--- src/verilog/sifh_consts.svh ---
`ifndef SIFH_CONSTS_SVH
`define SIFH_CONSTS_SVH

// bin address width, 16 bins per pixel.
`define NB 4

// bin count width, counts saturate at 7.
`define PEAK_MAX 3

`define DATA_NUM 4   // photons per pixel per acquisition.
`define PIXEL_NUM 4  // pixels per acquisition.
`define PIX_W 2      // pixel index width.
`define ACQ_NUM 2    // acquisitions per frame.

// one histogram of 16 bins per pixel.
`define RAM_SIZE (`PIXEL_NUM * 16)

`endif

--- src/verilog/sifh_pkg.sv ---
`include "sifh_consts.svh"

package sifh_pkg;

    typedef logic [`NB-1:0] bin_addr_t;
    typedef logic [`PEAK_MAX-1:0] bin_count_t;
    typedef logic [`PIX_W-1:0] pixel_idx_t;

    // pixel index on top, bin address below.
    typedef logic [`PIX_W+`NB-1:0] ram_addr_t;

    typedef enum logic [2:0] {
        CLEAR,
        INPUT,
        DRAIN,
        READOUT,
        FINISH
    } hist_state_t;

endpackage

--- src/verilog/bin_stream_if.sv ---
`timescale 1ns/100ps

interface bin_stream_if import sifh_pkg::*; ();

    logic       valid;
    bin_count_t count;
    logic       last;    // bin 15 of the pixel.
    pixel_idx_t pixel;

    modport source (
        output valid, count, last, pixel
    );

    modport sink (
        input valid, count, last, pixel
    );

endinterface

--- src/verilog/hist_bus_if.sv ---
`timescale 1ns/100ps

interface hist_bus_if import sifh_pkg::*; ();

    logic       inc_en;    // one strobe per photon.
    ram_addr_t  inc_addr;
    logic       clr_en;
    ram_addr_t  clr_addr;
    logic       rd_en;
    ram_addr_t  rd_addr;
    bin_count_t rd_data;   // valid one cycle after rd_en.

    modport builder (
        output inc_en, inc_addr,
        output clr_en, clr_addr,
        output rd_en, rd_addr,
        input  rd_data
    );

    modport ram (
        input  inc_en, inc_addr,
        input  clr_en, clr_addr,
        input  rd_en, rd_addr,
        output rd_data
    );

endinterface

--- src/verilog/his_builder_fsm.sv ---
`timescale 1ns/100ps
`include "sifh_consts.svh"

module his_builder_fsm import sifh_pkg::*; (
    input  logic         clk,
    input  logic         res,
    input  logic         wr_en,
    input  bin_addr_t    addr,
    output logic         accepting,
    output pixel_idx_t   his_num,
    output logic         data_finish,
    hist_bus_if.builder  bus,
    bin_stream_if.source stream
);

    localparam int IN_W  = ($clog2(`DATA_NUM) > 0) ? $clog2(`DATA_NUM) : 1;
    localparam int ACQ_W = ($clog2(`ACQ_NUM) > 0) ? $clog2(`ACQ_NUM) : 1;

    hist_state_t      state;
    ram_addr_t        sweep_addr;   // clear and read address, short timer elsewhere.
    logic [IN_W-1:0]  input_count;
    pixel_idx_t       pixel_count;
    logic [ACQ_W-1:0] acq_count;
    logic             photon;
    logic             sweep_end;
    logic             stream_valid;
    logic             stream_last;

    assign accepting = (state == INPUT);
    assign photon    = accepting && wr_en;
    assign sweep_end = (sweep_addr == ram_addr_t'(`RAM_SIZE - 1));

    assign bus.inc_en   = photon;
    assign bus.inc_addr = {pixel_count, addr};
    assign bus.clr_en   = (state == CLEAR);
    assign bus.clr_addr = sweep_addr;
    assign bus.rd_en    = (state == READOUT);
    assign bus.rd_addr  = sweep_addr;

    assign stream.valid = stream_valid;
    assign stream.count = bus.rd_data;
    assign stream.last  = stream_last;
    assign stream.pixel = his_num;

    always_ff @(posedge clk or negedge res) begin
        if (!res) begin
            state       <= CLEAR;
            sweep_addr  <= '0;
            input_count <= '0;
            pixel_count <= '0;
            acq_count   <= '0;
            data_finish <= 1'b0;
        end else begin
            data_finish <= 1'b0;
            case (state)
                CLEAR: begin
                    sweep_addr <= sweep_addr + 1'b1;   // wraps to 0 on the last word.
                    if (sweep_end) begin
                        state <= INPUT;
                    end
                end
                INPUT: begin
                    if (photon) begin
                        if (input_count == IN_W'(`DATA_NUM - 1)) begin
                            input_count <= '0;
                            if (pixel_count == pixel_idx_t'(`PIXEL_NUM - 1)) begin
                                pixel_count <= '0;
                                if (acq_count == ACQ_W'(`ACQ_NUM - 1)) begin
                                    acq_count <= '0;
                                    state     <= DRAIN;
                                end else begin
                                    acq_count <= acq_count + 1'b1;
                                end
                            end else begin
                                pixel_count <= pixel_count + 1'b1;
                            end
                        end else begin
                            input_count <= input_count + 1'b1;
                        end
                    end
                end
                DRAIN: begin
                    // two cycles, lets the ram increment pipeline empty.
                    if (sweep_addr[0]) begin
                        sweep_addr <= '0;
                        state      <= READOUT;
                    end else begin
                        sweep_addr <= sweep_addr + 1'b1;
                    end
                end
                READOUT: begin
                    sweep_addr <= sweep_addr + 1'b1;
                    if (sweep_end) begin
                        state <= FINISH;
                    end
                end
                FINISH: begin
                    // waits out the last bin and its peak result.
                    if (sweep_addr[0]) begin
                        sweep_addr  <= '0;
                        data_finish <= 1'b1;
                        state       <= CLEAR;
                    end else begin
                        sweep_addr <= sweep_addr + 1'b1;
                    end
                end
                default: begin
                    sweep_addr <= '0;
                    state      <= CLEAR;
                end
            endcase
        end
    end

    // flags follow rd_data by one cycle.
    always_ff @(posedge clk or negedge res) begin
        if (!res) begin
            stream_valid <= 1'b0;
            stream_last  <= 1'b0;
            his_num      <= '0;
        end else begin
            stream_valid <= bus.rd_en;
            stream_last  <= bus.rd_en && (sweep_addr[`NB-1:0] == {`NB{1'b1}});
            if (bus.rd_en) begin
                his_num <= sweep_addr[`PIX_W+`NB-1:`NB];
            end
        end
    end

    assert property (@(posedge clk) disable iff (!res)
        state inside {CLEAR, INPUT, DRAIN, READOUT, FINISH});

    assert property (@(posedge clk) disable iff (!res)
        stream.valid |-> (state == READOUT || $past(state) == READOUT));

endmodule

--- src/verilog/hist_bram.sv ---
`timescale 1ns/100ps
`include "sifh_consts.svh"

module hist_bram import sifh_pkg::*; (
    input logic     clk,
    input logic     res,
    hist_bus_if.ram bus
);

    bin_count_t mem [`RAM_SIZE];

    logic       s1_valid;   // increment waiting for its write.
    ram_addr_t  s1_addr;
    bin_count_t s1_count;
    bin_count_t inc_next;
    logic       fwd_hit;

    // saturating increment of the word read in stage one.
    assign inc_next = (s1_count == {`PEAK_MAX{1'b1}}) ? s1_count : s1_count + 1'b1;

    // same word still in flight, so the array holds a stale count.
    assign fwd_hit = s1_valid && (s1_addr == bus.inc_addr);

    always_ff @(posedge clk or negedge res) begin
        if (!res) begin
            s1_valid <= 1'b0;
        end else begin
            s1_valid <= bus.inc_en;
        end
    end

    always_ff @(posedge clk) begin
        if (bus.inc_en) begin
            s1_addr  <= bus.inc_addr;
            s1_count <= fwd_hit ? inc_next : mem[bus.inc_addr];
        end
        if (bus.clr_en) begin
            mem[bus.clr_addr] <= '0;
        end else if (s1_valid) begin
            mem[s1_addr] <= inc_next;   // stage two write.
        end
        if (bus.rd_en) begin
            bus.rd_data <= mem[bus.rd_addr];
        end
    end

    // pending writes must not meet a clear or a read.
    assert property (@(posedge clk) disable iff (!res)
        $onehot0({bus.inc_en || s1_valid, bus.clr_en, bus.rd_en}));

endmodule

--- src/verilog/peak_finder.sv ---
`timescale 1ns/100ps

module peak_finder import sifh_pkg::*; (
    input  logic        clk,
    input  logic        res,
    bin_stream_if.sink  stream,
    output logic        peak_valid,
    output bin_addr_t   peak_bin,
    output bin_count_t  peak_count
);

    bin_addr_t  bin_idx;   // position within the pixel.
    bin_addr_t  run_bin;
    bin_count_t run_max;
    logic       take;
    bin_addr_t  cand_bin;
    bin_count_t cand_max;

    // strictly greater, a tie keeps the lower bin.
    assign take     = stream.count > run_max;
    assign cand_bin = take ? bin_idx : run_bin;
    assign cand_max = take ? stream.count : run_max;

    always_ff @(posedge clk or negedge res) begin
        if (!res) begin
            peak_valid <= 1'b0;
            peak_bin   <= '0;
            peak_count <= '0;
            bin_idx    <= '0;
            run_bin    <= '0;
            run_max    <= '0;
        end else begin
            peak_valid <= 1'b0;
            if (stream.valid) begin
                if (stream.last) begin
                    peak_valid <= 1'b1;
                    peak_bin   <= cand_bin;
                    peak_count <= cand_max;
                    bin_idx    <= '0;   // next pixel.
                    run_bin    <= '0;
                    run_max    <= '0;
                end else begin
                    bin_idx <= bin_idx + 1'b1;
                    run_bin <= cand_bin;
                    run_max <= cand_max;
                end
            end
        end
    end

    assert property (@(posedge clk) disable iff (!res)
        stream.valid && stream.last |-> bin_idx == '1);

    assert property (@(posedge clk) disable iff (!res)
        stream.valid && bin_idx != '0 |-> stream.pixel == $past(stream.pixel));

endmodule

--- src/verilog/sifh_top.sv ---
`timescale 1ns/100ps

module sifh_top import sifh_pkg::*; (
    input  logic       clk,
    input  logic       res,
    input  logic       wr_en,
    input  bin_addr_t  addr,
    output logic       accepting,
    output logic       bin_valid,
    output bin_count_t bin_counts,
    output pixel_idx_t his_num,
    output logic       peak_valid,
    output bin_addr_t  peak_bin,
    output bin_count_t peak_count,
    output logic       data_finish
);

    hist_bus_if   hbus ();
    bin_stream_if bstream ();

    his_builder_fsm i_fsm (
        .clk         (clk),
        .res         (res),
        .wr_en       (wr_en),
        .addr        (addr),
        .accepting   (accepting),
        .his_num     (his_num),
        .data_finish (data_finish),
        .bus         (hbus.builder),
        .stream      (bstream.source)
    );

    hist_bram i_bram (
        .clk (clk),
        .res (res),
        .bus (hbus.ram)
    );

    peak_finder i_peak (
        .clk        (clk),
        .res        (res),
        .stream     (bstream.sink),
        .peak_valid (peak_valid),
        .peak_bin   (peak_bin),
        .peak_count (peak_count)
    );

    assign bin_valid  = bstream.valid;
    assign bin_counts = bstream.count;

endmodule
--- config.mk ---
export PLATFORM = sky130hd
export DESIGN_NAME = sifh_top
export DESIGN_NICKNAME = d
export VERILOG_FILES = /design/src/verilog/sifh_pkg.sv /design/src/verilog/bin_stream_if.sv /design/src/verilog/hist_bus_if.sv /design/src/verilog/his_builder_fsm.sv /design/src/verilog/hist_bram.sv /design/src/verilog/peak_finder.sv /design/src/verilog/sifh_top.sv
export VERILOG_INCLUDE_DIRS = /design/src /design/src/verilog
export SDC_FILE = /design/constraint.sdc
export NUM_CORES = 1
export LEC_CHECK = 0
export ABC_AREA = 1
export BUFFER_PORTS_ARGS = -buffer_cell sky130_fd_sc_hd__buf_2
export CORE_UTILIZATION = 53
export CTS_CLUSTER_SIZE = 28
export DETAILED_ROUTE_END_ITERATION = 8
export PLACE_DENSITY = 0.76
export SYNTH_ARGS = -nofsm -noshare
export SYNTH_HDL_FRONTEND = slang
export SYNTH_SLANG_ARGS = --single-unit
--- constraint.sdc ---
create_clock -name clk -period 3.7 [get_ports clk]
set_input_delay 0.74 -clock clk [delete_from_list [all_inputs] [get_ports clk]]
set_output_delay 0.74 -clock clk [all_outputs]
set_load 0.05 [all_outputs]
==> load_flow_metrics.sql <==
INSERT INTO impl_metrics (metric_group, metric, value, unit) VALUES
('power', 'p_total', '5.72', 'mW'),
('drt', 'postRouteAntennaNets', '0', ''),
('placed_design', 'cells_after_dpl', '1641', ''),
('synthesis', 'muxShareOfSynthArea', '0', ''),
('drt', 'routed_via_density', '6.18', ''),
('power', 'p_leak', '5.23', 'nW'),
('timing', 'finalMaxSlewViolations', '0', ''),
('synthesis', 'mappedNetlistArea', '12300', 'sq um'),
('drt', 'drt-total-wl', '33900', 'um'),
('drt', 'dr.first_iter.drc_count', '1397', ''),
('synthesis', 'synth_top_flop_cell', 'sky130_fd_sc_hd__edfxtp_1', ''),
('critical_path', 'startpoint_type', 'flop', ''),
('critical_path', 'crit_path_start', 'i_fsm.bus.clr_addr[0]$_DFFE_PN0N_', ''),
('global_routing', 'first_global_vias', '9909', ''),
('floorplan', 'count_of_boundary_i_o_pins', '23', ''),
('power', 'vdd_drop_max', '0.328', 'mV'),
('run_status', 'run_status', 'complete, no violations', ''),
('critical_path', 'regToRegStartpoint', 'i_fsm.bus.clr_addr[0]$_DFFE_PN0N_', ''),
('critical_path', 'timing.critical_path.fanout_max', '65', ''),
('final_layout', 'nFillCells', '1852', ''),
('clock_tree', 'clockBufferDepth', '3', ''),
('synthesis', 'synth_enable_flop_cells', '204', ''),
('floorplan', 'floorplan.die_area', '23900', 'sq um'),
('critical_path', 'crit_path_end_kind', 'flop', ''),
('drt', 'route.detailed.drc', '0', ''),
('timing', 'min_period', '2.77', 'ns'),
('final_layout', 'final_common_cell', 'sky130_fd_sc_hd__nand2_1', ''),
('timing', 'clock.fmax', '0.361', 'GHz'),
('clock_tree', 'clkSinkCount', '243', ''),
('global_routing', 'grt_pass1_wl', '53000', 'um'),
('clock_tree', 'cts-buffers-inserted', '25', ''),
('placed_design', 'placement.cell_area', '12700', 'sq um'),
('placed_design', 'place_hpwl', '20700', 'um'),
('critical_path', 'r2r_slack', '0.93', 'ns'),
('critical_path', 'crit_arrival', '3.15', 'ns'),
('min_path', 'min-delay-path-class', 'input port to async pin', ''),
('placed_design', 'gp_routability_congestion', '0.903', ''),
('clock_tree', 'post-cts-setup-buffer-count', '0', ''),
('drt', 'routed_wire_length_per_instance', '20.1', 'um'),
('global_routing', 'number_of_antenna_violations_at_the_first_check_in_global_routing', '0', ''),
('clock_tree', 'postCtsHoldBufs', '0', ''),
('timing', 'finalCritPeriodShare', '0.748', ''),
('clock_tree', 'cts-resized-gates', '0', ''),
('timing', 'count_of_endpoints_failing_hold_in_the_final_timing_report', '0', ''),
('floorplan', 'core_region_area', '22700', 'sq um'),
('clock_tree', 'cts_tree', 'built', ''),
('final_layout', 'final_net_count', '1399', ''),
('synthesis', 'yosys.area_share.adder', '0.00914', ''),
('floorplan', 'number_of_placement_rows', '55', ''),
('final_layout', 'design_area', '13500', 'sq um'),
('global_routing', 'global_route.overflow_total', '0', ''),
('synthesis', 'synth_area_per_cell', '8.83', 'sq um'),
('timing', 'clock-skew-final', '0.0101', 'ns'),
('timing', 'timing.slew.headroom', '0.262', ''),
('clock_tree', 'clkTransAtPathRegs', '0.07', 'ns'),
('synthesis', 'synth_async_sr_flop_share', '0.160', ''),
('synthesis', 'yosys.cell_types.count', '38', ''),
('global_routing', 'grt_start_max_net_pins', '100', ''),
('final_layout', 'layout.cells.most_common_list', 'sky130_fd_sc_hd__nand2_1, sky130_fd_sc_hd__nand3_1, sky130_fd_sc_hd__edfxtp_1', ''),
('final_layout', 'flow.area_growth_from_synthesis', '9.66', '%'),
('timing', 'tightestPinTransition', '1.11', 'ns'),
('critical_path', 'cp_data_required_time', '4.08', 'ns'),
('power', 'power_per_cell_area', '423', 'nW/um^2'),
('synthesis', 'seq_total_area_yosys', '0.576', ''),
('floorplan', 'die-height', '155', 'um'),
('clock_tree', 'total_number_of_h_tree_levels', '1', ''),
('flow_run', 'drv_cap', '0', ''),
('synthesis', 'synthXorXnorAreaFrac', '0.00284', ''),
('placed_design', 'port-buffer-count', '22', ''),
('synthesis', 'post_synth_and_or_nand_nor_area_fraction', '0.285', ''),
('final_layout', 'finalNonFillerCells', '1686', '');
[state kept, by name, summed over array words and instances, names as in the netlist]
| signal | count |
|---|---|
| i_peak.bin_idx | 4 |
| i_bram.s1_valid | 1 |
| i_bram.mem | 192 |
| i_peak.peak_bin | 4 |
| i_fsm.stream.valid | 1 |
| i_fsm.bus.clr_addr | 6 |
| i_fsm.data_finish | 1 |
| i_fsm.stream.last | 1 |
| i_bram.s1_addr | 6 |
| i_fsm.acq_count | 1 |
| i_peak.peak_count | 3 |
| i_bram.s1_count | 3 |
| i_fsm.input_count | 2 |
| i_bram.bus.rd_data | 3 |
| i_peak.run_max | 3 |
| i_fsm.state | 3 |
| i_peak.peak_valid | 1 |
| i_fsm.his_num | 2 |
| i_peak.run_bin | 4 |
| i_fsm.pixel_count | 2 |
[routing by layer]
metal	vias up	part of all wire	track usage
met5	-	0	0
met4	0	0.042	0.131
met3	110	0.11	0.0614
met2	676	0.46	0.451
met1	4834	0.39	0.388
li1	4797	-	-
[area by class of cell]
type | count | area (sq um) | share of cell area
sequential | 243 | 7100 | 0.526
multi-input combinational | 1020 | 4710 | 0.349
clock buffer | 37 | 772 | 0.0571
tap | 285 | 357 | 0.0264
timing repair buffer | 44 | 313 | 0.0231
inverter | 49 | 186 | 0.0138
clock inverter | 8 | 72.6 | 0.00537
[critical path, stage by stage (launching register included)]
cell	delay [ns]
sky130_fd_sc_hd__dfrtp_2	0.41
sky130_fd_sc_hd__inv_2	0.50
sky130_fd_sc_hd__buf_4	0.68
sky130_fd_sc_hd__nand2_1	0.12
sky130_fd_sc_hd__nand3_1	0.12
sky130_fd_sc_hd__nand2_1	0.07
sky130_fd_sc_hd__a21oi_1	0.20
sky130_fd_sc_hd__o31ai_1	0.14
sky130_fd_sc_hd__nand3_1	0.12
sky130_fd_sc_hd__nand3_1	0.09
sky130_fd_sc_hd__nand2_1	0.10
[kinds of logic after synthesis]
family / after synthesis
AO/OA/AOI/OAI: 177
XOR/XNOR: 4
adder cells (fa/ha/maj): 9
buffers and inverters: 133
flip-flops: 243
AND/OR/NAND/NOR: 830
[report_power, final]
group          leakage [nW]  internal [mW]  total, mW  switching, mW
Sequential             1.95           2.93       2.93              0
Clock                 0.420           1.51       2.55           1.04
Combinational          2.86         0.0686      0.237          0.168
Total                  5.23           4.51       5.72           1.21
[per-stage QoR]
step / setup WS (ns) / util / hold slack [ns]
2_1_floorplan: 0.602 / - / 0.428
3_3_place_gp: 1.05 / 0.558 / 0.453
3_5_place_dp: 1.04 / 0.558 / 0.458
4_1_cts: 1.03 / 0.595 / 0.364
5_1_grt: 0.773 / 0.595 / 0.410
6_report: 0.932 / 0.595 / 0.341
[path summary, 6_finish.rpt]
check                                                     to  cells past startpoint
hold reg to reg                i_peak.bin_idx[3]$_DFFE_PN0P_                      1
setup / recovery             i_bram.bus.rd_data[2]$_DFFE_PP_                     10
min in group clk               i_peak.bin_idx[3]$_DFFE_PN0P_                      1
max in group asynchronous  i_fsm.bus.clr_addr[0]$_DFFE_PN0N_                      1
hold / removal             i_fsm.bus.clr_addr[3]$_DFFE_PN0N_                      1
setup reg to reg             i_bram.bus.rd_data[2]$_DFFE_PP_                     10
[Yosys cell counts, types with 2 or more instances]
library cell,count,share of area
sky130_fd_sc_hd__nor2_4,2,0.0018
sky130_fd_sc_hd__inv_1,39,0.012
sky130_fd_sc_hd__o21ai_0,95,0.039
sky130_fd_sc_hd__nand2_1,394,0.12
sky130_fd_sc_hd__nand2_4,3,0.0027
sky130_fd_sc_hd__nor3_1,5,0.0020
sky130_fd_sc_hd__o211ai_1,28,0.017
sky130_fd_sc_hd__o22ai_1,9,0.0046
sky130_fd_sc_hd__xor2_1,3,0.0021
sky130_fd_sc_hd__buf_1,7,0.0021
sky130_fd_sc_hd__nand4_1,8,0.0041
sky130_fd_sc_hd__inv_2,4,0.0012
sky130_fd_sc_hd__clkbuf_1,55,0.017
sky130_fd_sc_hd__ha_1,9,0.0091
sky130_fd_sc_hd__clkinv_1,5,0.0015
sky130_fd_sc_hd__dfrtp_1,39,0.079
sky130_fd_sc_hd__nor2_1,177,0.054
sky130_fd_sc_hd__edfxtp_1,204,0.50
sky130_fd_sc_hd__o21ai_2,2,0.0014
sky130_fd_sc_hd__nand3_1,225,0.091
sky130_fd_sc_hd__o221ai_1,4,0.0028
sky130_fd_sc_hd__nor4_1,8,0.0041
sky130_fd_sc_hd__buf_2,20,0.0081
sky130_fd_sc_hd__nand2_2,3,0.0015
sky130_fd_sc_hd__a21oi_1,27,0.011
sky130_fd_sc_hd__o31ai_1,9,0.0055
Note: power is estimated with default switching activity, not from simulation.
